## config.mk

```make
export PLATFORM = sky130hd
export DESIGN_NAME = stream_snooper
export DESIGN_NICKNAME = d
export VERILOG_FILES = /design/src/hdl/pcap_pkg.sv /design/src/hdl/stream_snooper.sv
export SDC_FILE = /design/constraint.sdc
export NUM_CORES = 1
export LEC_CHECK = 0
export ABC_AREA = 1
export BUFFER_PORTS_ARGS = -buffer_cell sky130_fd_sc_hd__buf_2
export CAP_MARGIN = 10
export CORE_MARGIN = 5
export CORE_UTILIZATION = 51
export DETAILED_ROUTE_END_ITERATION = 10
export GPL_TIMING_DRIVEN = 1
export PLACE_DENSITY = 0.91
export SYNTH_ARGS = -nofsm -noshare
export SYNTH_HDL_FRONTEND = slang
export SYNTH_SLANG_ARGS = --single-unit
export TNS_END_PERCENT = 30
```

## constraint.sdc

```tcl
create_clock -name clk -period 2.8 [get_ports clk]
set_input_delay 0.42 -clock clk [delete_from_list [all_inputs] [get_ports clk]]
set_output_delay 0.42 -clock clk [all_outputs]
set_load 0.1 [all_outputs]
```

## src/hdl/pcap_pkg.sv

```systemverilog
package pcap_pkg;

    // Stream and memory geometry
    localparam int STREAM_W       = 32;
    localparam int WORDS_PER_LINE = 2;
    localparam int MEM_W          = STREAM_W * WORDS_PER_LINE;
    localparam int WORD_ADDR_W    = 10;
    localparam int MEM_ADDR_W     = 9;
    localparam int LANE_W         = WORD_ADDR_W - MEM_ADDR_W;
    localparam int MEM_DEPTH      = 2 ** MEM_ADDR_W;
    localparam int BYTES_PER_WORD = STREAM_W / 8;
    localparam int MAX_PKT_BYTES  = 4096;
    localparam int BYTE_CNT_W     = 4;
    localparam int PKT_LEN_W      = 13;
    localparam int REG_ADDR_W     = 2;
    localparam int REG_DATA_W     = 16;

    typedef logic [STREAM_W-1:0]    stream_word_t;
    typedef logic [MEM_W-1:0]       mem_word_t;
    typedef logic [WORD_ADDR_W-1:0] word_addr_t;
    typedef logic [MEM_ADDR_W-1:0]  mem_addr_t;
    typedef logic [BYTE_CNT_W-1:0]  byte_cnt_t;
    typedef logic [PKT_LEN_W-1:0]   pkt_len_t;
    typedef logic [REG_ADDR_W-1:0]  reg_addr_t;
    typedef logic [REG_DATA_W-1:0]  reg_data_t;

    // Last stream word that still fits in the packet memory
    localparam word_addr_t LAST_WORD_ADDR = word_addr_t'(MAX_PKT_BYTES / BYTES_PER_WORD - 1);

    // Host register map
    localparam reg_addr_t REG_CTRL   = 2'd0;
    localparam reg_addr_t REG_STATUS = 2'd1;
    localparam reg_addr_t REG_LENGTH = 2'd2;

    // STATUS bit positions
    localparam int STAT_READY = 0;
    localparam int STAT_TRUNC = 1;
    localparam int STAT_ARMED = 2;

    typedef enum logic [1:0] {
        IDLE,
        SKIP,
        CAPTURE,
        DRAIN
    } snoop_state_t;

endpackage
```

## src/hdl/stream_snooper.sv

```systemverilog
`timescale 1ns/1ps

module stream_snooper
    import pcap_pkg::*;
(
    input  logic         clk,
    input  logic         rst,
    input  logic         in_valid,
    input  stream_word_t in_data,
    input  logic         in_last,
    input  byte_cnt_t    in_nbytes,
    input  logic         armed,
    output word_addr_t   word_addr,
    output stream_word_t word_data,
    output logic         word_wr,
    output byte_cnt_t    word_bytes,
    output logic         word_done,
    output logic         trunc
);

    snoop_state_t state;
    word_addr_t   next_addr;
    logic         start_ok;
    logic         at_end;

    // armed is still high in the cycle right after the final word,
    // so a packet that follows back to back must not restart a capture
    assign start_ok = armed && !word_done;

    // Memory full once this word is written
    assign at_end = (next_addr == LAST_WORD_ADDR);

    always_ff @(posedge clk) begin
        if (rst) begin
            state     <= IDLE;
            next_addr <= '0;
            word_wr   <= 1'b0;
            word_done <= 1'b0;
            trunc     <= 1'b0;
        end else begin
            word_wr   <= 1'b0;
            word_done <= 1'b0;
            trunc     <= 1'b0;
            if (in_valid) begin
                case (state)
                    IDLE: begin
                        if (start_ok) begin
                            // First word of the capture goes to address 0
                            word_wr   <= 1'b1;
                            next_addr <= word_addr_t'(1);
                            if (in_last) begin
                                word_done <= 1'b1;
                            end else begin
                                state <= CAPTURE;
                            end
                        end else if (!in_last) begin
                            state <= SKIP;
                        end
                    end
                    SKIP: begin
                        if (in_last) begin
                            state <= IDLE;
                        end
                    end
                    CAPTURE: begin
                        word_wr   <= 1'b1;
                        next_addr <= next_addr + 1'b1;
                        if (in_last) begin
                            word_done <= 1'b1;
                            state     <= IDLE;
                        end else if (at_end) begin
                            // Out of room, close the capture here
                            word_done <= 1'b1;
                            trunc     <= 1'b1;
                            state     <= DRAIN;
                        end
                    end
                    DRAIN: begin
                        if (in_last) begin
                            state <= IDLE;
                        end
                    end
                    default: begin
                        state <= IDLE;
                    end
                endcase
            end
        end
    end

    // Payload of the write, qualified by word_wr
    always_ff @(posedge clk) begin
        if (in_valid) begin
            word_addr  <= (state == IDLE) ? '0 : next_addr;
            word_data  <= in_data;
            word_bytes <= in_nbytes;
        end
    end

endmodule

```

==> summary.txt <==
Layout
  • Ratio of cells with drive above 1 in the final layout: 0.399
  • Synthesis-to-finish area growth: 31.6%
  • # diodes: 0
  • Most frequent cells in the layout: buf_2, edfxtp_1, nand2_1
  • Most common cell after layout, fill and taps aside: buf_2
  • Final net count: 318

Clock network
  • Clk buf depth: 2
  • Post-CTS Resized: 0
  • Number of CTS-inserted buffers: 9
  • Hold buffer count at CTS: 0
  • Clock transition at path regs: 70 ps
  • Setup Buffers After CTS: 0
  • Root Buffer: clkbuf_8
  • Clock latency on the worst-skew pair: 340 ps
  • H-Tree Depth: 3
  • CTS tree: yes
  • Clock sinks: 61

Worst hold path
  • Hold Path End: word_data[20]
  • Hold Path Depth: 1
  • Worst hold start: in_data[20]
  • Worst min path class: in -> reg

Drt
  • DR iter-0 viols: 105
  • Routed Antenna Nets: 0
  • Wire per inst: 16.0 um
  • Total Wirelength: 5320 um
  • Vias per cell: 4.97
  • First-pass DRT Iterations: 5
  • Vias: 1656
  • Drt drc: 0

Global routing
  • Antenna violations before repair: 0
  • Vias in the first global route: 1563
  • Pin count of the biggest net entering global routing: 35
  • GRT Total Usage: 0.183
  • Total congestion overflow: 0
  • First-pass GRT wire length: 7440 um

Die
  • Die width: 75.7 um
  • IO Pins: 90
  • Initial core utilization: 0.517
  • Die area: 0.00574 sq mm
  • Core box area: 0.00426 sq mm
  • Chip height: 75.7 um
  • Site Rows: 24

Setup path
  • CP Launch Point: state[0]
  • Arr. time, crit path: 1880 ps
  • Worst-path cell chain: nor2_2, nand2_1, o21ai_0, nand3_1, a21oi_1
  • Kind of critical path: reg -> reg
  • FF-to-FF End: word_done
  • Critical R2R Launch: state[0]
  • Slowest cell on the critical path: nor2_2
  • CP max FO: 14
  • CP max stage delay: 480 ps
  • R2R cell count: 5
  • CP Capture Type: register
  • Buf/Inv on CP: 0
  • Crit start category: register
  • Register-to-register setup slack: 1180 ps
  • CP delay by family, top: simple AND/OR/NAND/NOR gates
  • WP data required: 3060 ps

Placed design
  • Final RePlAce weighted congestion: 0.854
  • DPL Wire Length: 3780 um
  • Port bufs: 89

Synth
  • Post-synthesis compound-gate area fraction: 0.0369
  • Cells after Synth: 176
  • Yosys warning total: 0
  • Mapped cell area: 0.00220 sq mm
  • Adder-Cell Fraction of Synth Area: 0.00568
  • Avg Cell Area, Syn: 12.5 sq um
  • Seq/Total Area, Yosys: 0.763
  • Synth Area in Simple Gates: 0.154
  • Largest family of logic cells by synthesized area: simple AND/OR/NAND/NOR gates
  • Post-synthesis register bit count: 61
  • Netlist cell types: 20
  • Mux contribution to synthesized area: 0
  • Syn Nets: 218
  • Ranking of synthesized cells by area: edfxtp_1, dfxtp_1, nand2_1
  • Top-area cell type share of the netlist area: 0.627
  • Area leader, netlist: edfxtp_1
  • Synth Area in XOR/XNOR: 0

Timing
  • Achievable Freq: 616 MHz
  • Post-layout minimum cycle time: 1620 ps
  • Endpoints failing hold: 0
  • Final setup violation count: 0
  • Least-Margin Pin Slew: 596 ps
  • Worst Hold Slack: 261 ps
  • Fin crit share: 0.580
  • Slew HR: 0.602
  • Fin Clk Skew: 9.91 ps
  • Final slew viol count: 0
  • Unrepaired setup endpoints after global routing: no
  • Setup TNS: 0 ps

Pwr
  • PwrDens: 787 mW/mm^2
  • Peak supply drop: 0.285 mV
  • P_leak: 1.25 nW
  • Overall power: 2.28 mW

Run status
  • Run status: complete, no violations

Run
  • Max cap viols: 0
==> registers in the layout, indices dropped and copies added, names as in the netlist <==
signal      count
state           2
word_wr         1
word_addr      10
word_data      32
word_done       1
next_addr      10
word_bytes      4
trunc           1
==> cells by family after synthesis <==
kind of cell,after synthesis
AND/OR/NAND/NOR,75
flip-flops,61
buffers and inverters,24
AO/OA/AOI/OAI,15
adder cells (fa/ha/maj),1
==> final cells by class <==
type / count / area (sq um)
Clock buffer: 10 / 128
Clock inverter: 6 / 53.8
Fill cell: 271 / 1360
Inverter: 23 / 86.3
Multi-Input combinational cell: 91 / 433
Sequential cell: 61 / 1680
Tap cell: 52 / 65.1
Timing Repair Buffer: 90 / 453
==> Yosys cell counts <==
cell	count
inv_1	20
nor2_1	23
nand3b_1	1
nand2_2	2
o21ai_0	4
nor2_2	1
o21ai_2	1
dfxtp_1	15
nand3_4	1
nand3_1	7
a21oi_1	9
nor3_1	3
clkbuf_1	1
inv_2	3
nand2_1	33
nor2_4	2
ha_1	1
edfxtp_1	46
nand4_1	2
a211oi_1	1
==> stage by stage <==
| step | setup slack [ps] | cell area (sq um) | instances | util |
|---|---|---|---|---|
| 2_1_floorplan | 1150 | 2200 | 176 | - |
| 3_3_place_gp | 1260 | 2720 | 317 | 0.638 |
| 3_5_place_dp | 1210 | 2720 | 317 | 0.638 |
| 4_1_cts | 1220 | 2900 | 333 | 0.680 |
| 5_1_grt | 1040 | 2900 | 333 | 0.680 |
| 6_report | 1180 | 2900 | 333 | 0.680 |
==> worst max path at each step <==
| stage | to | depth (start not counted) |
|---|---|---|
| after floorplan | next_addr[7] | 7 |
| after global placement | next_addr[9] | 8 |
| after detailed placement | next_addr[9] | 8 |
| after CTS | word_done | 5 |
| after global routing | word_done | 5 |
| final | word_done | 5 |
==> layer usage <==
metal / vias to the layer above / GRT usage / part of all wire
li1: 790 / - / -
met1: 765 / 0.209 / 0.38
met2: 89 / 0.299 / 0.47
met3: 12 / 0.0699 / 0.13
met4: 0 / 0.0913 / 0.018
met5: - / 0 / 0
==> power breakdown <==
part	internal (mW)	total, mW	switching, mW
clock network	0.400	0.716	0.316
logic	0.0693	0.516	0.447
registers	1.03	1.05	0.0192
total	1.50	2.28	0.782
Note: power is estimated with default switching activity, not from simulation.
