## src/hdl/pcap_pkg.sv

```systemverilog
package pcap_pkg;

    // Stream and memory geometry
    localparam int STREAM_W       = 32;
    localparam int WORDS_PER_LINE = 2;
    localparam int MEM_W          = STREAM_W * WORDS_PER_LINE;
    localparam int WORD_ADDR_W    = 10;
    localparam int MEM_ADDR_W     = 9;
    localparam int LANE_W         = WORD_ADDR_W - MEM_ADDR_W;
    localparam int MEM_DEPTH      = 2 ** MEM_ADDR_W;
    localparam int BYTES_PER_WORD = STREAM_W / 8;
    localparam int MAX_PKT_BYTES  = 4096;
    localparam int BYTE_CNT_W     = 4;
    localparam int PKT_LEN_W      = 13;
    localparam int REG_ADDR_W     = 2;
    localparam int REG_DATA_W     = 16;

    typedef logic [STREAM_W-1:0]    stream_word_t;
    typedef logic [MEM_W-1:0]       mem_word_t;
    typedef logic [WORD_ADDR_W-1:0] word_addr_t;
    typedef logic [MEM_ADDR_W-1:0]  mem_addr_t;
    typedef logic [BYTE_CNT_W-1:0]  byte_cnt_t;
    typedef logic [PKT_LEN_W-1:0]   pkt_len_t;
    typedef logic [REG_ADDR_W-1:0]  reg_addr_t;
    typedef logic [REG_DATA_W-1:0]  reg_data_t;

    // Last stream word that still fits in the packet memory
    localparam word_addr_t LAST_WORD_ADDR = word_addr_t'(MAX_PKT_BYTES / BYTES_PER_WORD - 1);

    // Host register map
    localparam reg_addr_t REG_CTRL   = 2'd0;
    localparam reg_addr_t REG_STATUS = 2'd1;
    localparam reg_addr_t REG_LENGTH = 2'd2;

    // STATUS bit positions
    localparam int STAT_READY = 0;
    localparam int STAT_TRUNC = 1;
    localparam int STAT_ARMED = 2;

    typedef enum logic [1:0] {
        IDLE,
        SKIP,
        CAPTURE,
        DRAIN
    } snoop_state_t;

endpackage
```

## src/hdl/width_adapter.sv

```systemverilog
`timescale 1ns/1ps

module width_adapter
    import pcap_pkg::*;
(
    input  logic         clk,
    input  logic         rst,
    input  word_addr_t   word_addr,
    input  stream_word_t word_data,
    input  logic         word_wr,
    input  byte_cnt_t    word_bytes,
    input  logic         word_done,
    output mem_addr_t    mem_addr,
    output mem_word_t    mem_data,
    output logic         mem_wr,
    output byte_cnt_t    line_bytes,
    output logic         line_done
);

    logic [LANE_W-1:0] lane;
    stream_word_t      line_q [WORDS_PER_LINE];
    stream_word_t      line_n [WORDS_PER_LINE];
    byte_cnt_t         acc;

    // Word offset within the memory line
    assign lane = word_addr[LANE_W-1:0];

    // Lane 0 of the address maps to the top of the line, so the
    // earlier stream word lands in the upper half
    for (genvar i = 0; i < WORDS_PER_LINE; i++) begin : g_lane
        assign line_n[i] = (int'(lane) == WORDS_PER_LINE - 1 - i) ? word_data : line_q[i];
        assign mem_data[(i + 1) * STREAM_W - 1 -: STREAM_W] = line_n[i];

        always_ff @(posedge clk) begin
            if (word_wr) begin
                line_q[i] <= line_n[i];
            end
        end
    end

    assign mem_addr = word_addr[WORD_ADDR_W-1:LANE_W];

    // Flush on the last lane, or early when the packet ends mid-line
    assign mem_wr = word_wr && ((&lane) || word_done);

    assign line_done = word_done;

    // Byte count of the line being built
    always_ff @(posedge clk) begin
        if (rst || mem_wr) begin
            acc <= '0;
        end else if (word_wr) begin
            acc <= acc + word_bytes;
        end
    end

    assign line_bytes = acc + word_bytes;

endmodule

```

## config.mk

```make
export PLATFORM = sky130hd
export DESIGN_NAME = width_adapter
export DESIGN_NICKNAME = d
export VERILOG_FILES = /design/src/hdl/pcap_pkg.sv /design/src/hdl/width_adapter.sv
export SDC_FILE = /design/constraint.sdc
export NUM_CORES = 1
export LEC_CHECK = 0
export BUFFER_PORTS_ARGS = -buffer_cell sky130_fd_sc_hd__buf_2
export CAP_MARGIN = 20
export CORE_MARGIN = 5
export CORE_UTILIZATION = 25
export CTS_CLUSTER_SIZE = 25
export DETAILED_ROUTE_END_ITERATION = 12
export GPL_ROUTABILITY_DRIVEN = 1
export PLACE_DENSITY = 0.55
export SLEW_MARGIN = 20
export SYNTH_ARGS = -nofsm -noshare
export SYNTH_HDL_FRONTEND = slang
export SYNTH_SLANG_ARGS = --single-unit
```

## constraint.sdc

```tcl
create_clock -name clk -period 2.05 [get_ports clk]
set_clock_uncertainty 0.2 [all_clocks]
set_input_delay 0 -clock clk [delete_from_list [all_inputs] [get_ports clk]]
set_output_delay 0 -clock clk [all_outputs]
set_load 0.01 [all_outputs]
```

==> impl_metrics.csv, run 1 <==
group,metric,value,unit
run_status,status,"finished clean",
floorplanning,dieArea,14700,um2
yosys,synth-compound-area-share,1.05,%
yosys,synth_xor_area_share,0.847,%
sta,fin_ws,118,ps
global_routing,grt_pass1_vias,2150,
global_routing,grt_usage,9.38,%
clock_tree,hold_buffers,48,
layout,nets,383,
detailed_routing,ant_nets,0,
sta,min_period,1930,ps
detailed_routing,num_vias,2018,
clock_tree,clock_latency,340,ps
placed_design,dp_hpwl,4590,um
clock_tree,cts_sinks,68,
sta,rsz0062_at_grt,"no",
setup_path,start_kind,"flop",
clock_tree,cts_root_buf,"clkbuf_16",
layout,finish.utilization,37.7,%
run,drv_cap,0,
layout,layout-area-overhead-vs-synth,47.3,%
yosys,yosys.cell_types.count,21,
sta,fmax,518,MHz
placed_design,placedCellCount,438,
floorplanning,chipWidth,121,um
clock_tree,numCtsBuffers,9,
sta,final_hold_viol_count,0,
setup_path,crit_path_end_kind,"output pin",
detailed_routing,wire_per_inst,13.3,um
yosys,synthAdderAreaFrac,1.85,%
layout,seq_area,2000,um2
floorplanning,initial_core_util,25.6,%
yosys,synth_fp_nets,229,
detailed_routing,first_pass_iters,3,
yosys,syn_inst,175,
placed_design,gp_congestion,0.666,
sta,setup_viol,0,
clock_tree,htreeDepth,3,
sta,relSlewSlack,74.1,%
yosys,synth_mux_area_share,24.7,%
clock_tree,post_cts_buffers,0,
layout,layout_common_cells,"110 x buf_2, 64 x mux2_1, 64 x edfxtp_1, 48 x dlygate4sd3_1, 9 x clkbuf_16",
detailed_routing,wirelength,6670,um
power_and_ir_drop,powerDensity,869,nW/um2
global_routing,antenna_found_initial,0,
yosys,synth-simple-area-share,1.73,%
detailed_routing,drc,0,
clock_tree,cts_tree,"built",
placed_design,port-buffer-count,110,
floorplanning,core_area,12100,um2
global_routing,grt_pass1_wl,10600,um
layout,layout_commonest_cell,"buf_2",
min_path,hp-class,"in -> out",
clock_tree,cts-resized-gates,0,
global_routing,overflow,0,
sta,maxSlewViolCount,0,
layout,drive_gt1_share,39.8,%
global_routing,grt_start_max_net_pins,66,
yosys,ys_ff_latch,68,
detailed_routing,drtIter0Drc,102,
sta,worst_pin_slew,388,ps
yosys,yosysTopAreaCell,"edfxtp_1",
yosys,synth_top_family_by_area,"multiplexers",
yosys,ys_seq_area_share,64.5,%
power_and_ir_drop,p_leak,1.84,nW
setup_path,setup.worst_path.class,"reg -> out",
setup_path,path_max_fanout,3,
clock_tree,clockBufferDepth,2,
layout,multi_input_area,936,um2
layout,nFillCells,1169,
layout,num_antenna_cells,0,
power_and_ir_drop,ir_worst_vdd,0.396,mV
layout,final_cells,502,
yosys,synthTopCellsByArea,"edfxtp_1 62%, mux2_1 23%, buf_4 2.7%",
yosys,synth_area,3100,um2
sta,tns,0,ps
detailed_routing,vias_per_cell,4.02,
setup_path,worstPathRequired,1850,ps
yosys,synth_top_area_share,61.9,%
floorplanning,rows,40,
floorplanning,ioPinCount,129,
sta,fin_crit_sh,94.2,%
placed_design,pre_cts_ws,372,ps
floorplanning,die_y,121,um
clock_tree,clk_pin_slew,50,ps
setup_path,critPathArrivalTime,1730,ps
yosys,ys.warnings.count,0,
yosys,syn_avg_cell_area,17.7,um2
layer usage:
layer,GRT usage (%),vias to the layer above,wire length (um)
li1,-,977,-
met1,9.70,960,2610
met2,15.9,67,3420
met3,4.20,14,513
met4,5.04,0,123
met5,0,-,0
stage by stage:
| stage | instance area (um2) | hold slack, ps | power, mW |
|---|---|---|---|
| 6_report | 4570 | 15.7 | 3.97 |
| 5_1_grt | 4570 | 35.4 | 4.16 |
| 4_1_cts | 4570 | 18.4 | 4.04 |
| 3_5_place_dp | 3750 | -200 | 2.18 |
| 3_3_place_gp | 3750 | -200 | 2.16 |
| 2_1_floorplan | 3100 | -108 | 1.96 |
worst max-delay path, stage by stage (launching register included):
cell and delay, ps:
dfxtp_1 310, ha_1 340, nand3_1 110, and2_4 160, xnor2_1 170, xnor2_1 140
buf_2 160
area by class of cell:
class                      instances  area share [%]
inverter                           1          0.0821
timing repair buffer             161            23.6
clock buffer                       9            4.93
clock inverter                     7            2.52
tap                              168            4.60
sequential                        68            43.8
multi-input combinational         88            20.5
synth_stat cells:
cell type	instances
fa_1	1
and2_4	1
o21ai_2	1
ha_1	3
buf_6	7
nor2_1	5
o21a_4	1
inv_1	1
dfxtp_1	4
mux2_4	1
mux2_1	64
xor2_1	1
a21oi_2	1
nand2b_1	1
or2_4	1
buf_4	11
xnor2_1	2
mux2i_1	3
edfxtp_1	64
nand4_1	1
nand3_1	1
where the power goes:
group	switching [mW]	leakage (nW)	internal (mW)
clock	0.577	0.165	1.18
combinational	0.275	1.02	0.274
sequential	0.0225	0.659	1.64
total	0.874	1.84	3.10
state kept, by name (all words and copies together), names as in the netlist:
register and flops:
acc 4, line_q 64
cell families (layout without fill, tap and decap cells):
logic type / after synthesis / in the layout
and+or+nand+nor: 10 / 10
DFF: 68 / 68
adders and majority gates: 4 / 4
buffers and inverters: 19 / 178
xor gates and xnor gates: 3 / 3
AOI/OAI and AO/OA: 3 / 3
muxes: 68 / 68
worst paths after layout:
kind,startpoint,to,slack [ps],cells past startpoint
worst min register to register,acc[2],acc[2],310,2
worst max register to register,acc[2],acc[3],370,5
worst max-delay path,acc[2],line_bytes[3],120,6
worst min-delay path,word_done,line_done,20,2
Note: power is estimated with default switching activity, not from simulation.
==> run 2, diff against run 1 <==
==> constraint.sdc (replaced) <==
create_clock -name clk -period 2.05 [get_ports clk]
set_clock_uncertainty 0.2 [all_clocks]
set_input_delay 0.1025 -clock clk [delete_from_list [all_inputs] [get_ports clk]]
set_output_delay 0.1025 -clock clk [all_outputs]
set_load 0.01 [all_outputs]
==> impl_metrics.csv, run 2 (same netlist as run 1, synthesis figures left out) <==
group,metric,value,unit
global_routing,grt_pass1_wl,10500,um
detailed_routing,num_vias,1983,
sta,min_period,2000,ps
sta,maxSlewViolCount,0,
floorplanning,ioPinCount,129,
layout,layout_common_cells,"110 x buf_2, 64 x mux2_1, 64 x edfxtp_1, 36 x dlygate4sd3_1, 9 x clkbuf_16",
power_and_ir_drop,p_total,3.68,mW
setup_path,reg2reg_to,"acc[3]",
clock_tree,htreeDepth,3,
placed_design,port-buffer-count,110,
floorplanning,chipWidth,121,um
floorplanning,core_area,12100,um2
layout,layout_commonest_cell,"buf_2",
setup_path,crit_path_end_kind,"output pin",
layout,nets,372,
floorplanning,initial_core_util,25.6,%
clock_tree,clockBufferDepth,2,
clock_tree,cts_tree,"built",
detailed_routing,wirelength,6580,um
setup_path,critPathArrivalTime,1700,ps
global_routing,overflow,0,
layout,multi_input_area,966,um2
clock_tree,numCtsBuffers,9,
power_and_ir_drop,p_leak,1.77,nW
floorplanning,die_y,121,um
layout,finish.utilization,36.6,%
setup_path,r2r_slack,370,ps
sta,final_hold_viol_count,0,
sta,fin_crit_sh,97.5,%
sta,fmax,500,MHz
floorplanning,rows,40,
clock_tree,clock_latency,330,ps
sta,worst_pin_slew,379,ps
power_and_ir_drop,ir_worst_vdd,0.469,mV
layout,layout-area-overhead-vs-synth,42.8,%
global_routing,grt_pass1_vias,2128,
detailed_routing,drtIter0Drc,65,
global_routing,grt_start_max_net_pins,66,
setup_path,start_kind,"flop",
min_path,hp-class,"in -> out",
placed_design,placedCellCount,438,
detailed_routing,vias_per_cell,4.04,
placed_design,gp_congestion,0.690,
layout,num_antenna_cells,0,
run,drv_cap,0,
layout,top_regs,"line_q x64, acc x4",
sta,setup_viol,0,
global_routing,antenna_found_initial,0,
layout,regMostFlops,"line_q",
setup_path,r2r_start,"acc[2]",
run_status,status,"finished clean",
detailed_routing,wire_per_inst,13.4,um
placed_design,dp_hpwl,4500,um
detailed_routing,ant_nets,0,
sta,relSlewSlack,74.7,%
floorplanning,dieArea,14700,um2
clock_tree,cts_root_buf,"clkbuf_16",
layout,final_cells,491,
sta,rsz0062_at_grt,"yes",
layout,seq_area,2000,um2
min_path,holdPathEnd,"mem_addr[5]",
clock_tree,clk_pin_slew,50,ps
setup_path,worstPathRequired,1750,ps
setup_path,setup.worst_path.class,"reg -> out",
min_path,hp-start,"word_addr[6]",
clock_tree,cts_sinks,68,
global_routing,grt_usage,9.20,%
min_path,worstHoldPathCells,0,
detailed_routing,drc,0,
power_and_ir_drop,powerDensity,831,nW/um2
setup_path,path_max_fanout,3,
detailed_routing,first_pass_iters,3,
setup_path,rr_worst_depth,6,
layout,largest_register_ff_count,64,
layout,drive_gt1_share,42.4,%
layout,nFillCells,1218,
[run 2: worst max-delay path by stage]
stage / from / end / slack, ps / depth (start not counted)
final: acc[2] / line_bytes[3] / 50 / 6
after global routing: acc[2] / line_bytes[3] / -20 / 6
after CTS: word_bytes[0] / line_bytes[2] / 30 / 6
after detailed placement: acc[2] / acc[3] / 360 / 5
after global placement: acc[2] / acc[3] / 410 / 5
after floorplan: acc[2] / acc[3] / 440 / 5
[run 2: metrics by stage]
step | worst slack [ps] | setup TNS (ps) | hold WS [ps] | cell area [um2]
6_report | 50.9 | 0 | 5.00 | 4430
3_3_place_gp | 407 | 0 | 5.07 | 3750
5_1_grt | -23.3 | -23.3 | 5.02 | 4430
3_5_place_dp | 363 | 0 | 5.07 | 3750
4_1_cts | 28.8 | 0 | 5.07 | 4410
2_1_floorplan | 441 | 0 | 15.0 | 3100
[run 2: routing by layer]
layer | part of all wire (%) | GRT usage, % | up-vias
li1 | - | - | 955
met1 | 39 | 9.43 | 953
met2 | 51 | 15.6 | 66
met3 | 7.7 | 4.76 | 9
met4 | 1.6 | 3.99 | 0
met5 | 0 | 0 | -
[run 2: cell type report]
| type | count | area share (%) |
|---|---|---|
| Timing Repair Buffer | 150 | 21.8 |
| Tap cell | 168 | 4.74 |
| Inverter | 1 | 0.0847 |
| Sequential cell | 68 | 45.2 |
| Clock inverter | 6 | 1.24 |
| Multi-Input combinational cell | 88 | 21.8 |
| Clock buffer | 10 | 5.17 |
[run 2: repair_timing]
action	in CTS	in global routing
pin swaps	1	1
hold buffers	36	0
setup endpoints to repair	1	2
endpoints found under the hold margin	67	0
buffers inserted	1	0
resized for setup	1	3
[run 2: critical path, cell delays in order (launching register included)]
cell and delay (ps):
dfxtp_1 330, ha_4 300, nand3_1 100, and2_4 170
xnor2_2 130, xnor2_1 170, buf_2 160
[run 2: report_power, final]
group / total, mW / internal [mW] / leakage (nW) / switching (mW)
Clock: 1.48 / 0.928 / 0.137 / 0.552
Combinational: 0.537 / 0.266 / 0.974 / 0.270
Sequential: 1.67 / 1.64 / 0.659 / 0.0233
==> run 3, diff against run 2 <==
--- a/config.mk
+++ b/config.mk
@@ -12,6 +12,7 @@
 export CTS_CLUSTER_SIZE = 25
 export DETAILED_ROUTE_END_ITERATION = 12
 export GPL_ROUTABILITY_DRIVEN = 1
+export GPL_TIMING_DRIVEN = 0
 export PLACE_DENSITY = 0.55
 export SLEW_MARGIN = 20
 export SYNTH_ARGS = -nofsm -noshare
==> impl_metrics.csv, run 3 (same netlist as run 1, synthesis figures left out) <==
group,metric,value,unit
run_status,status,"finished clean",
sta,relSlewSlack,69.7,%
clock_tree,cts_sinks,68,
power_and_ir_drop,p_clk_share,37.3,%
detailed_routing,drtIter0Drc,116,
floorplanning,chipWidth,121,um
power_and_ir_drop,power_switching,829,uW
detailed_routing,wire_per_inst,13.7,um
power_and_ir_drop,power.internal,2.75,mW
setup_path,worstPathRequired,1750,ps
layout,num_antenna_cells,0,
global_routing,grt_usage,9.67,%
global_routing,overflow,0,
sta,fin_ws,102,ps
setup_path,path_common_cell,"buf_2",
power_and_ir_drop,ir_worst_vdd,0.409,mV
layout,nFillCells,1205,
placed_design,port-buffer-count,119,
clock_tree,clockBufferDepth,2,
sta,min_period,1950,ps
layout,layout_common_cells,"118 x buf_2, 64 x mux2_1, 64 x edfxtp_1, 35 x dlygate4sd3_1, 13 x buf_4",
sta,setup_viol,0,
global_routing,grt_pass1_wl,11000,um
placed_design,dp_hpwl,5070,um
clock_tree,htreeDepth,3,
sta,fin_crit_sh,95.0,%
setup_path,path_delay_family,"buffers and inverters",
clock_tree,clock_latency,320,ps
clock_tree,numCtsBuffers,9,
power_and_ir_drop,combinationalPowerShare,16.1,%
detailed_routing,first_pass_iters,4,
layout,layout-area-overhead-vs-synth,47.1,%
global_routing,grt_pass1_vias,2169,
clock_tree,clk_pin_slew,50,ps
setup_path,path_buf_inv,3,
sta,tns,0,ps
sta,final_hold_viol_count,0,
sta,maxSlewViolCount,0,
layout,drive_gt1_share,45.8,%
floorplanning,initial_core_util,25.6,%
setup_path,critical_path.max_stage_delay,540,ps
layout,layout_commonest_cell,"buf_2",
detailed_routing,wirelength,7030,um
sta,fmax,513,MHz
layout,largest_register_ff_count,64,
layout,regMostFlops,"line_q",
sta,worst_pin_slew,455,ps
setup_path,start_kind,"input pin",
floorplanning,core_area,12100,um2
setup_path,setup.worst_path.class,"in -> out",
clock_tree,cts_tree,"built",
power_and_ir_drop,p_leak,1.87,nW
layout,nets,396,
detailed_routing,num_vias,2051,
layout,top_regs,"line_q x64, acc x4",
detailed_routing,ant_nets,0,
detailed_routing,drc,0,
run,drv_cap,0,
placed_design,gp_congestion,0.675,
setup_path,critPathArrivalTime,1650,ps
power_and_ir_drop,seqPwrFrac,46.6,%
global_routing,grt_start_max_net_pins,35,
power_and_ir_drop,p_total,3.57,mW
power_and_ir_drop,swShare,23.2,%
clock_tree,cts_root_buf,"clkbuf_16",
setup_path,path_max_fanout,2,
global_routing,antenna_found_initial,0,
setup_path,path_cells,"dlygate4sd3_1 > buf_2 > ha_1 > fa_2 > buf_2",
setup_path,cp_slowest_cell,"fa_2",
floorplanning,ioPinCount,129,
power_and_ir_drop,powerDensity,783,nW/um2
placed_design,pre_cts_ws,376,ps
setup_path,crit_path_end_kind,"output pin",
detailed_routing,vias_per_cell,3.98,
floorplanning,rows,40,
floorplanning,die_y,121,um
min_path,hp-class,"in -> reg",
floorplanning,dieArea,14700,um2
## run 3: cell types whose count changed in the layout (fill, tap and decap cells not counted)
cell / delta
buf_4: +11
buf_2: +8
buf_6: +7
clkbuf_1: +3
buf_12: -1
bufinv_16: -1
clkinv_1: -1
clkinvlp_4: -1
dlygate4sd3_1: -1
xor2_1: +1
xor2_2: -1
## run 3: per-layer routing
metal | track usage [%] | vias up | wire length (um)
met5 | 0 | - | 0
met4 | 3.99 | 0 | 119
met3 | 4.34 | 11 | 481
met2 | 15.3 | 65 | 3410
met1 | 11.4 | 985 | 3020
li1 | - | 990 | -
## run 3: through the flow
step	hold WS (ps)	utilization, %	instance area [um2]	std cells
after global placement	192	32.3	3910	462
after detailed placement	191	32.5	3930	463
after CTS	21.7	37.4	4540	514
after floorplan	15.0	-	3100	175
after global routing	41.8	37.7	4570	515
final	46.9	37.7	4570	515
## run 3: timing repair
| item | 4_1_cts | 5_1_grt |
|---|---|---|
| setup buffers | 0 | 1 |
| hold buffers | 35 | 0 |
| endpoints found under the setup margin | 0 | 2 |
| endpoints found under the hold margin | 67 | 0 |
| gates resized for setup | 0 | 3 |
## run 3: final timing paths
| check | from | endpoint | slack [ps] | cells after the start |
|---|---|---|---|---|
| worst max-delay path | word_bytes[0] | line_bytes[1] | 100 | 5 |
| worst min-delay path | word_wr | line_q[0][37] | 50 | 1 |
| worst max register to register | acc[2] | acc[3] | 410 | 5 |
| worst min register to register | acc[0] | acc[0] | 310 | 2 |
## run 3: final cells by class
class                           instances  area (um2)  share of cell area (%)
Clock buffer                           13         240                    5.26
Sequential cell                        68        2000                    43.8
Buffer                                 18         161                    3.54
Clock inverter                          3        13.8                   0.301
Inverter                                1        3.75                  0.0822
Multi-Input combinational cell         88         958                    21.0
Tap cell                              168         210                    4.60
Timing Repair Buffer                  156         976                    21.4
## run 3: power by group through the flow
stage / logic (mW) / registers (mW) / clock network [mW]
final: 0.576 / 1.67 / 1.33
after CTS: 0.579 / 1.67 / 1.40
after global placement: 0.514 / 1.69 / 0
after detailed placement: 0.526 / 1.69 / 0
after floorplan: 0.279 / 1.69 / 0
after global routing: 0.630 / 1.67 / 1.46
