===== src/hdl/pcap_pkg.sv =====
package pcap_pkg;

    // Stream and memory geometry
    localparam int STREAM_W       = 32;
    localparam int WORDS_PER_LINE = 2;
    localparam int MEM_W          = STREAM_W * WORDS_PER_LINE;
    localparam int WORD_ADDR_W    = 10;
    localparam int MEM_ADDR_W     = 9;
    localparam int LANE_W         = WORD_ADDR_W - MEM_ADDR_W;
    localparam int MEM_DEPTH      = 2 ** MEM_ADDR_W;
    localparam int BYTES_PER_WORD = STREAM_W / 8;
    localparam int MAX_PKT_BYTES  = 4096;
    localparam int BYTE_CNT_W     = 4;
    localparam int PKT_LEN_W      = 13;
    localparam int REG_ADDR_W     = 2;
    localparam int REG_DATA_W     = 16;

    typedef logic [STREAM_W-1:0]    stream_word_t;
    typedef logic [MEM_W-1:0]       mem_word_t;
    typedef logic [WORD_ADDR_W-1:0] word_addr_t;
    typedef logic [MEM_ADDR_W-1:0]  mem_addr_t;
    typedef logic [BYTE_CNT_W-1:0]  byte_cnt_t;
    typedef logic [PKT_LEN_W-1:0]   pkt_len_t;
    typedef logic [REG_ADDR_W-1:0]  reg_addr_t;
    typedef logic [REG_DATA_W-1:0]  reg_data_t;

    // Last stream word that still fits in the packet memory
    localparam word_addr_t LAST_WORD_ADDR = word_addr_t'(MAX_PKT_BYTES / BYTES_PER_WORD - 1);

    // Host register map
    localparam reg_addr_t REG_CTRL   = 2'd0;
    localparam reg_addr_t REG_STATUS = 2'd1;
    localparam reg_addr_t REG_LENGTH = 2'd2;

    // STATUS bit positions
    localparam int STAT_READY = 0;
    localparam int STAT_TRUNC = 1;
    localparam int STAT_ARMED = 2;

    typedef enum logic [1:0] {
        IDLE,
        SKIP,
        CAPTURE,
        DRAIN
    } snoop_state_t;

endpackage

===== src/hdl/capture_regs.sv =====
`timescale 1ns/1ps

module capture_regs
    import pcap_pkg::*;
(
    input  logic      clk,
    input  logic      rst,
    input  logic      host_wr,
    input  logic      host_rd,
    input  reg_addr_t host_addr,
    input  reg_data_t host_wdata,
    input  byte_cnt_t line_bytes,
    input  logic      mem_wr,
    input  logic      line_done,
    input  logic      trunc,
    output reg_data_t host_rdata,
    output logic      armed
);

    logic      ready;
    logic      truncated;
    pkt_len_t  length;
    pkt_len_t  run_len;
    pkt_len_t  line_len;
    logic      arm_req;
    reg_data_t status_word;

    assign arm_req  = host_wr && (host_addr == REG_CTRL) && host_wdata[0];
    assign line_len = pkt_len_t'(line_bytes);

    always_ff @(posedge clk) begin
        if (rst) begin
            armed     <= 1'b0;
            ready     <= 1'b0;
            truncated <= 1'b0;
            length    <= '0;
            run_len   <= '0;
        end else if (armed) begin
            if (line_done) begin
                // Capture complete, publish the results
                armed     <= 1'b0;
                ready     <= 1'b1;
                truncated <= trunc;
                length    <= run_len + line_len;
            end else if (mem_wr) begin
                run_len <= run_len + line_len;
            end
        end else if (arm_req) begin
            armed     <= 1'b1;
            ready     <= 1'b0;
            truncated <= 1'b0;
            length    <= '0;
            run_len   <= '0;
        end
    end

    always_comb begin
        status_word             = '0;
        status_word[STAT_READY] = ready;
        status_word[STAT_TRUNC] = truncated;
        status_word[STAT_ARMED] = armed;
    end

    // Registered read data, CTRL and unused addresses read as zero
    always_ff @(posedge clk) begin
        if (rst) begin
            host_rdata <= '0;
        end else if (host_rd) begin
            case (host_addr)
                REG_STATUS: host_rdata <= status_word;
                REG_LENGTH: host_rdata <= reg_data_t'(length);
                default:    host_rdata <= '0;
            endcase
        end
    end

endmodule


===== config.mk =====
export PLATFORM = sky130hd
export DESIGN_NAME = capture_regs
export DESIGN_NICKNAME = d
export VERILOG_FILES = /design/src/hdl/pcap_pkg.sv /design/src/hdl/capture_regs.sv
export SDC_FILE = /design/constraint.sdc
export NUM_CORES = 1
export LEC_CHECK = 0
export BUFFER_PORTS_ARGS = -buffer_cell sky130_fd_sc_hd__buf_2
export CORE_MARGIN = 8
export CORE_UTILIZATION = 50
export DETAILED_ROUTE_END_ITERATION = 10
export PLACE_DENSITY_LB_ADDON = 0.12
export SLEW_MARGIN = 40
export SYNTH_ARGS = -nofsm -noshare
export SYNTH_HDL_FRONTEND = slang
export SYNTH_SLANG_ARGS = --single-unit

===== constraint.sdc =====
create_clock -name clk -period 2.59 [get_ports clk]
set_input_delay 0.777 -clock clk [delete_from_list [all_inputs] [get_ports clk]]
set_output_delay 0.777 -clock clk [all_outputs]
set_load 0.01 [all_outputs]

==> results of run 1 <==
## cells in the mapped netlist (2+ instances only)
cell      instances  area (um2)
o21ai_0           7        35.0
xnor2_1           4        35.0
nand2b_1         16         100
a221o_1           2        20.0
ha_1              7        87.6
nor4b_1           3        26.3
nor2_1            4        15.0
xor2_1            2        17.5
a211oi_2          2        25.0
nand2_1          35         131
a21oi_1          25         125
nand3_1          25         125
nand3b_1          4        30.0
nand4b_1          2        17.5
a31oi_1           5        31.3
or4_1             3        22.5
nand4_1           4        25.0
inv_1             2        7.51
a31o_2            2        17.5
nor3b_1           3        22.5
nor3_1            3        15.0
dfxtp_1          42         841
buf_4             3        22.5
and3_1            3        18.8
clkbuf_1         10        37.5
a22o_1            3        26.3
o311ai_0          4        35.0
and2_1            4        25.0
a21o_1            2        15.0
buf_2             4        20.0
buf_1             3        11.3
## area by class of cell
cell class	count	share of cell area (%)
inverters	2	0.300
clock buffers	6	3.30
clock inverters	2	0.500
flip-flops and latches	42	33.6
well taps	52	2.60
multi-input cells	195	50.1
repair buffers	41	9.60
## power by group
group / total [uW] / internal [uW] / switching [uW]
Combinational: 80.1 / 30.8 / 49.3
Sequential: 649 / 647 / 2.00
Clock: 441 / 214 / 226
Total: 1170 / 892 / 278
## state kept, by name, summed over array words and instances (netlist names)
| signal | flops |
|---|---|
| host_rdata | 13 |
| ready | 1 |
| truncated | 1 |
| run_len | 13 |
| length | 13 |
| armed | 1 |
## worst min-delay path, cell delays in order, from the launching register on
cell	delay [ns]
dfxtp_1	0.32
nand2_1	0.05
a21oi_1	0.05
## worst min path at each step
stage                             from  slack [ns]                      end
3_3_place_gp    length[4]$_SDFFE_PP0P_        0.44   length[4]$_SDFFE_PP0P_
2_1_floorplan  length[10]$_SDFFE_PP0P_        0.42  length[10]$_SDFFE_PP0P_
5_1_grt        run_len[3]$_SDFFE_PP0P_        0.47  run_len[3]$_SDFFE_PP0P_
4_1_cts        run_len[3]$_SDFFE_PP0P_        0.47  run_len[3]$_SDFFE_PP0P_
3_5_place_dp    length[4]$_SDFFE_PP0P_        0.44   length[4]$_SDFFE_PP0P_
6_report       run_len[3]$_SDFFE_PP0P_        0.46  run_len[3]$_SDFFE_PP0P_
## logic make-up after synthesis
kind of cell	count (synthesis)
and+or+nand+nor	116
AOI/OAI and AO/OA	61
buffers and inverters	24
xor gates and xnor gates	6
DFF	42
adders and majority gates	8
other	1
muxes	1
## per-stage QoR
| stage | std cells | total power, uW | setup slack, ns | instance area [um2] |
|---|---|---|---|---|
| after global routing | 340 | 1220 | 0.268 | 2500 |
| after global placement | 332 | 743 | 0.0924 | 2410 |
| after floorplan | 261 | 717 | 0.187 | 2210 |
| after CTS | 340 | 1180 | 0.422 | 2500 |
| after detailed placement | 332 | 744 | 0.119 | 2410 |
| final | 340 | 1170 | 0.418 | 2500 |
## layer usage
metal	wire length, um	global-route usage (%)
met4	52	4.91
met3	338	2.92
met5	0	0
met1	2360	21.4
met2	2110	23.0
==> flow_metrics.tcl, run 1 <==
set metrics [dict create \
    synth_xor_area_share_pct 2.39 \
    cts_inserted_buffers 5 \
    rsz0062_at_grt "false" \
    crit_chain "buf_2 -> ha_1 -> fa_1 -> a211oi_1 -> buf_4 -> nor2_1 -> a31o_2 -> a31oi_1" \
    synth_flop_cell "dfxtp_1" \
    mostFrequentLayoutCells "dfxtp_1, nand2_1, buf_2" \
    htreeDepth 2 \
    core_mm2 0.00429 \
    synth-edff-count 0 \
    grt_overflow_total 0 \
    synth.yosys.warnings 0 \
    avgViaCountPerCell 5.65 \
    synthMuxAreaShare_pct 0.455 \
    clk_pin_slew_ns 0.09 \
    drv_slew 0 \
    cp-start-kind "input port" \
    multi_input_area_mm2 0.00125 \
    slowest_stage "fa_1" \
    hold_depth 2 \
    worst_skew_pair.late_latency_ns 0.29 \
    fin_skew_ns 0.0124 \
    final_nets 324 \
    clkSinkCount 42 \
    gr-usage-all-layers_pct 15.3 \
    r2r_setup_slack_ns 0.70 \
    p_per_area_mw_per_mm2 468 \
    setup_viol 0 \
    syn_area_mm2 0.00220 \
    synth_compound_area_share_pct 18.9 \
    dp_hpwl_um 3550 \
    final-seq-area_um2 841 \
    drc 0 \
    num-fill-cells 406 \
    r2r_cells 7 \
    clk_path_buf_depth 2 \
    critical_path_class "input port to flip-flop" \
    grt_pass1_wl_um 8350 \
    crit_path_start "line_bytes[0]" \
    max_freq_mhz 460 \
    critPathRequiredTime_ns 2.82 \
    postRouteAntennaNets 0 \
    endpoint_kind "flip-flop" \
    wl_per_cell_um 14.3 \
    die-area_mm2 0.00678 \
    seq_area_frac_synth_pct 38.2 \
    grt_max_degree 27 \
    antenna_found_initial 0 \
    leakage_uw 0.000941 \
    drt_first_pass_iters 4 \
    drt_iter0_markers 73 \
    reg2reg_to "run_len[12]$_SDFFE_PP0P_" \
    fp.dieW_um 82.3 \
    period_share_pct 83.8 \
    yosys.area_share.simple_pct 29.8 \
    drt_wl_total_um 4860 \
    hold_buffers 0 \
    grt_pass1_vias 1759 \
    vias 1920 \
    finalHoldViolations 0 \
    start_util_pct 51.3 \
    status "completed" \
    place_congestion 0.795 \
    crit_family "adder cells" \
    area_growth_syn_to_layout_pct 13.6 \
    holdWs_ns 0.462 \
    worstPathArrival_ns 2.40 \
    final_util_pct 58.2 \
    synth_top_family_by_area "simple AND/OR/NAND/NOR gates" \
    root_buffer "clkbuf_8" \
    cp_num_buf_inv 2 \
    fin_setup_tns_ns 0 \
    cts_resized 0 \
    cp_max_fo 4 \
    final_common_cell "dfxtp_1" \
    maxCapViolCount 0 \
    r2r-start "run_len[0]$_SDFFE_PP0P_" \
    synth_cell_types 52 \
    syn_inst 259 \
    avgSynthCellArea_um2 8.50 \
    hold_class "flip-flop to flip-flop" \
    fp-row-count 24 \
    ios 46 \
    die_height_um 82.3 \
    drive_above_1_share_pct 20.1 \
    post_cts_buffers 0 \
    vdd_drop_max_uv 228 \
    ys_async_sr_fraction_pct 0 \
    cp.depth 8 \
    synth-seq-cells 42 \
    timing.critical_path.to "run_len[12]$_SDFFE_PP0P_" \
    layout_min_cycle_time_ns 2.17 \
    cts_tree "yes" \
    crit_path_max_incr_delay_ns 0.44 \
    port_buffers 27 \
    antennaDiodeCount 0 \
    synth-adder-area-share_pct 4.89 \
]
Power figures use the tool's default switching activity.
==> run 2: changes to the inputs <==
==> constraint.sdc (replaced) <==
create_clock -name clk -period 2.25 [get_ports clk]
set_input_delay 0.675 -clock clk [delete_from_list [all_inputs] [get_ports clk]]
set_output_delay 0.675 -clock clk [all_outputs]
set_load 0.01 [all_outputs]
==> flow_metrics.tcl, run 2 (same netlist as run 1, synthesis figures left out) <==
set metrics [dict create \
    start_util_pct 51.3 \
    htreeDepth 2 \
    layout_min_cycle_time_ns 2.07 \
    largestRegisters "host_rdata: 13 flops, length: 13 flops, run_len: 13 flops" \
    root_buffer "clkbuf_8" \
    die-area_mm2 0.00678 \
    clkSinkCount 42 \
    post_cts_buffers 0 \
    crit_chain "buf_2 -> ha_1 -> fa_1 -> a21o_1 -> a21oi_1 -> nor4_1 -> a221o_1" \
    holdWs_ns 0.461 \
    slowest_stage "fa_1" \
    cts_tree "yes" \
    vias 1960 \
    leakage_uw 0.000972 \
    critPathRequiredTime_ns 2.43 \
    drt_first_pass_iters 4 \
    cts_inserted_buffers 5 \
    wl_per_cell_um 14.2 \
    rsz0062_at_grt "false" \
    maxCapViolCount 0 \
    crit_path_max_incr_delay_ns 0.44 \
    worst_skew_pair.late_latency_ns 0.29 \
    endpoint_kind "flip-flop" \
    cp_max_fo 3 \
    area_growth_syn_to_layout_pct 16.3 \
    cts_resized 0 \
    p_per_area_mw_per_mm2 559 \
    drive_above_1_share_pct 21.5 \
    place_congestion 0.866 \
    clk_pin_slew_ns 0.08 \
    antennaDiodeCount 0 \
    drt_iter0_markers 85 \
    drc 0 \
    fin_skew_ns 0.00404 \
    dp.cells 337 \
    port_buffers 27 \
    num-fill-cells 407 \
    avgViaCountPerCell 5.68 \
    clk_path_buf_depth 2 \
    mostFrequentLayoutCells "dfxtp_1, nand2_1, buf_2" \
    worstPathArrival_ns 2.25 \
    die_height_um 82.3 \
    grt_pass1_vias 1798 \
    drv_slew 0 \
    fin_setup_tns_ns 0 \
    final_nets 329 \
    grt_max_degree 30 \
    core_mm2 0.00429 \
    hold_class "flip-flop to flip-flop" \
    final_common_cell "dfxtp_1" \
    cp-start-kind "input port" \
    fin_cells 345 \
    hold_buffers 0 \
    worst_pin_slew_ns 0.620 \
    status "completed" \
    grt_pass1_wl_um 8350 \
    multi_input_area_mm2 0.00126 \
    gr-usage-all-layers_pct 15.5 \
    cp_num_buf_inv 1 \
    drt_wl_total_um 4920 \
    ios 46 \
    setup_viol 0 \
    vdd_drop_max_uv 252 \
    dp_hpwl_um 3640 \
    final_util_pct 59.6 \
    finalHoldViolations 0 \
    slew_headroom_pct 58.6 \
    grt_overflow_total 0 \
    period_share_pct 92.2 \
    postRouteAntennaNets 0 \
    antenna_found_initial 0 \
    fp-row-count 24 \
    crit_family "compound AO/OA/AOI/OAI gates" \
    critical_path_class "input port to flip-flop" \
    fp.dieW_um 82.3 \
    max_freq_mhz 482 \
    final-seq-area_um2 841 \
]
[run 2: per-layer routing]
metal | track usage [%] | vias to the layer above | wire length, um
met3 | 3.68 | 4 | 195
met4 | 4.39 | 0 | 40
met1 | 20.4 | 918 | 2470
met2 | 24.5 | 29 | 2210
met5 | 0 | - | 0
li1 | - | 1009 | -
[run 2: cell type report]
cell class                      count  share of cell area (%)
Clock buffer                        6                    2.84
Clock inverter                      2                    1.47
Inverter                            2                   0.293
Multi-Input combinational cell    195                    49.1
Sequential cell                    42                    32.9
Tap cell                           52                    2.54
Timing Repair Buffer               46                    10.9
[run 2: power breakdown]
| group | leakage, uW | internal [uW] | switching [uW] |
|---|---|---|---|
| clock | 0.0000514 | 331 | 259 |
| combinational | 0.000582 | 35.8 | 57.0 |
| sequential | 0.000338 | 744 | 2.36 |
[run 2: worst min-delay path: stages, from the launching register on]
cell	delay, ns
dfxtp_1	0.32
nand2_1	0.05
a21oi_1	0.05
[run 2: path summary, 6_finish.rpt]
path	cells past startpoint	startpoint	endpoint	slack, ns
min	2	ready$_SDFFE_PP0P_	ready$_SDFFE_PP0P_	0.46
max	7	line_bytes[0]	run_len[4]$_SDFFE_PP0P_	0.18
min reg2reg	2	ready$_SDFFE_PP0P_	ready$_SDFFE_PP0P_	0.46
max reg2reg	6	run_len[0]$_SDFFE_PP0P_	run_len[4]$_SDFFE_PP0P_	0.36
[run 2: per-stage QoR]
step           setup slack, ns  total power [uW]  cell area [um2]
5_1_grt                 0.0931              1480             2560
3_3_place_gp            -0.122               856             2450
2_1_floorplan           0.0800               825             2210
3_5_place_dp            -0.112               857             2450
6_report                 0.176              1430             2560
4_1_cts                  0.178              1440             2560
==> run 3: changes to the inputs <==
--- a/config.mk
+++ b/config.mk
@@ -9,7 +9,9 @@
 export CORE_MARGIN = 8
 export CORE_UTILIZATION = 50
 export DETAILED_ROUTE_END_ITERATION = 10
+export GPL_TIMING_DRIVEN = 0
 export PLACE_DENSITY_LB_ADDON = 0.12
+export SETUP_SLACK_MARGIN = 0.15
 export SLEW_MARGIN = 40
 export SYNTH_ARGS = -nofsm -noshare
 export SYNTH_HDL_FRONTEND = slang
==> flow_metrics.tcl, run 3 (same netlist as run 1, synthesis figures left out) <==
set metrics [dict create \
    status "completed" \
    worst_skew_pair.late_latency_ns 0.30 \
    clkSinkCount 42 \
    maxCapViolCount 0 \
    antennaDiodeCount 0 \
    setup_viol 0 \
    drt_wl_total_um 5110 \
    max_freq_mhz 484 \
    crit_path_start "line_bytes[0]" \
    period_share_pct 91.8 \
    htreeDepth 2 \
    cp-start-kind "input port" \
    layout_min_cycle_time_ns 2.06 \
    hold_class "flip-flop to flip-flop" \
    place_congestion 0.807 \
    r2r_setup_slack_ns 0.36 \
    start_util_pct 51.3 \
    top_layer "met4" \
    hold_buffers 0 \
    cts_inserted_buffers 5 \
    vias 1987 \
    routed-wl-met2_um 2300 \
    grt_overflow_total 0 \
    r2r_cells 6 \
    crit_chain "buf_2 -> ha_1 -> fa_2 -> a211oi_4 -> nor3b_1 -> xnor2_1 -> o21ai_0" \
    avgViaCountPerCell 5.68 \
    wl_per_cell_um 14.6 \
    dp_hpwl_um 3750 \
    die-area_mm2 0.00678 \
    grt_pass1_wl_um 8370 \
    grt_pass1_vias 1815 \
    drc 0 \
    postRouteAntennaNets 0 \
    drive_above_1_share_pct 20.5 \
    leakage_uw 0.000950 \
    ios 46 \
    fin_skew_ns 0.00231 \
    clk_pin_slew_ns 0.08 \
    worst_pin_slew_ns 0.611 \
    finalPower_uw 1450 \
    largestRegisters "host_rdata: 13 flops, length: 13 flops, run_len: 13 flops" \
    cts_tree "yes" \
    holdWs_ns 0.456 \
    fin_setup_tns_ns 0 \
    root_buffer "clkbuf_8" \
    vdd_drop_max_uv 391 \
    drv_slew 0 \
    p_per_area_mw_per_mm2 557 \
    clk_path_buf_depth 2 \
    critical_path_class "input port to flip-flop" \
    wl_met3_um 285 \
    mostFrequentLayoutCells "dfxtp_1, nand2_1, buf_2" \
    fp-row-count 24 \
    cp_max_fo 4 \
    drt_iter0_markers 95 \
    fp.dieW_um 82.3 \
    die_height_um 82.3 \
    wl_met1_um 2450 \
    critPathRequiredTime_ns 2.42 \
    worstPathArrival_ns 2.24 \
    grt_max_degree 14 \
    endpoint_kind "flip-flop" \
    final_common_cell "dfxtp_1" \
    port_buffers 26 \
    final_nets 334 \
    timing.critical_path.to "length[6]$_SDFFE_PP0P_" \
    drt_first_pass_iters 4 \
    gr-usage-all-layers_pct 15.8 \
    num-fill-cells 399 \
    r2r-start "run_len[0]$_SDFFE_PP0P_" \
    area_growth_syn_to_layout_pct 18.1 \
    hold_depth 2 \
    rsz0062_at_grt "true" \
    slew_headroom_pct 59.2 \
    antenna_found_initial 0 \
    slowest_stage "fa_2" \
    reg2reg_to "length[6]$_SDFFE_PP0P_" \
    finalHoldViolations 0 \
    crit_path_max_incr_delay_ns 0.39 \
    core_mm2 0.00429 \
]
## run 3: area by class of cell
class	instances	area, um2	share of cell area [%]
clock inverter	2	37.5	1.44
inverter	2	7.51	0.289
sequential	42	841	32.4
multi-input combinational	195	1320	50.6
clock buffer	6	72.6	2.79
timing repair buffer	29	153	5.87
buffer	22	108	4.14
tap	52	65.1	2.50
## run 3: worst min-delay path by stage
| stage | start | end | slack, ns |
|---|---|---|---|
| 2_1_floorplan | length[10]$_SDFFE_PP0P_ | length[10]$_SDFFE_PP0P_ | 0.42 |
| 3_3_place_gp | length[5]$_SDFFE_PP0P_ | length[5]$_SDFFE_PP0P_ | 0.44 |
| 3_5_place_dp | length[10]$_SDFFE_PP0P_ | length[10]$_SDFFE_PP0P_ | 0.45 |
| 4_1_cts | length[2]$_SDFFE_PP0P_ | length[2]$_SDFFE_PP0P_ | 0.46 |
| 5_1_grt | length[1]$_SDFFE_PP0P_ | length[1]$_SDFFE_PP0P_ | 0.48 |
| 6_report | length[10]$_SDFFE_PP0P_ | length[10]$_SDFFE_PP0P_ | 0.46 |
## run 3: what timing repair did
action	in CTS	in global routing
buffers inserted	0	3
resized for setup	1	0
pin swaps	0	3
endpoints found under the setup margin	1	5
## run 3: critical path, delay by kind of cell
family | cells | cell delay [ns]
AOI/OAI and AO/OA | 2 | 0.44
xor gates and xnor gates | 1 | 0.26
adders and majority gates | 2 | 0.61
buffers and inverters | 1 | 0.10
and+or+nand+nor | 1 | 0.15
## run 3: per-stage QoR
stage	util, %	setup WS [ns]	instances	instance area [um2]
after floorplan	-	0.143	261	2260
after global placement	57.2	-0.189	339	2450
after detailed placement	57.2	-0.181	339	2450
after CTS	60.0	0.179	347	2580
after global routing	60.5	0.130	350	2600
final	60.5	0.185	350	2600
## run 3: metal layers
layer | up-vias | GRT usage, %
met5 | - | 0
met4 | 0 | 6.84
met3 | 7 | 3.35
met2 | 38 | 24.5
met1 | 927 | 20.6
li1 | 1015 | -
## run 3: power by group
group	internal (uW)	switching [uW]	total, uW
clock network	331	272	603
logic	37.7	61.1	98.8
registers	744	1.74	746
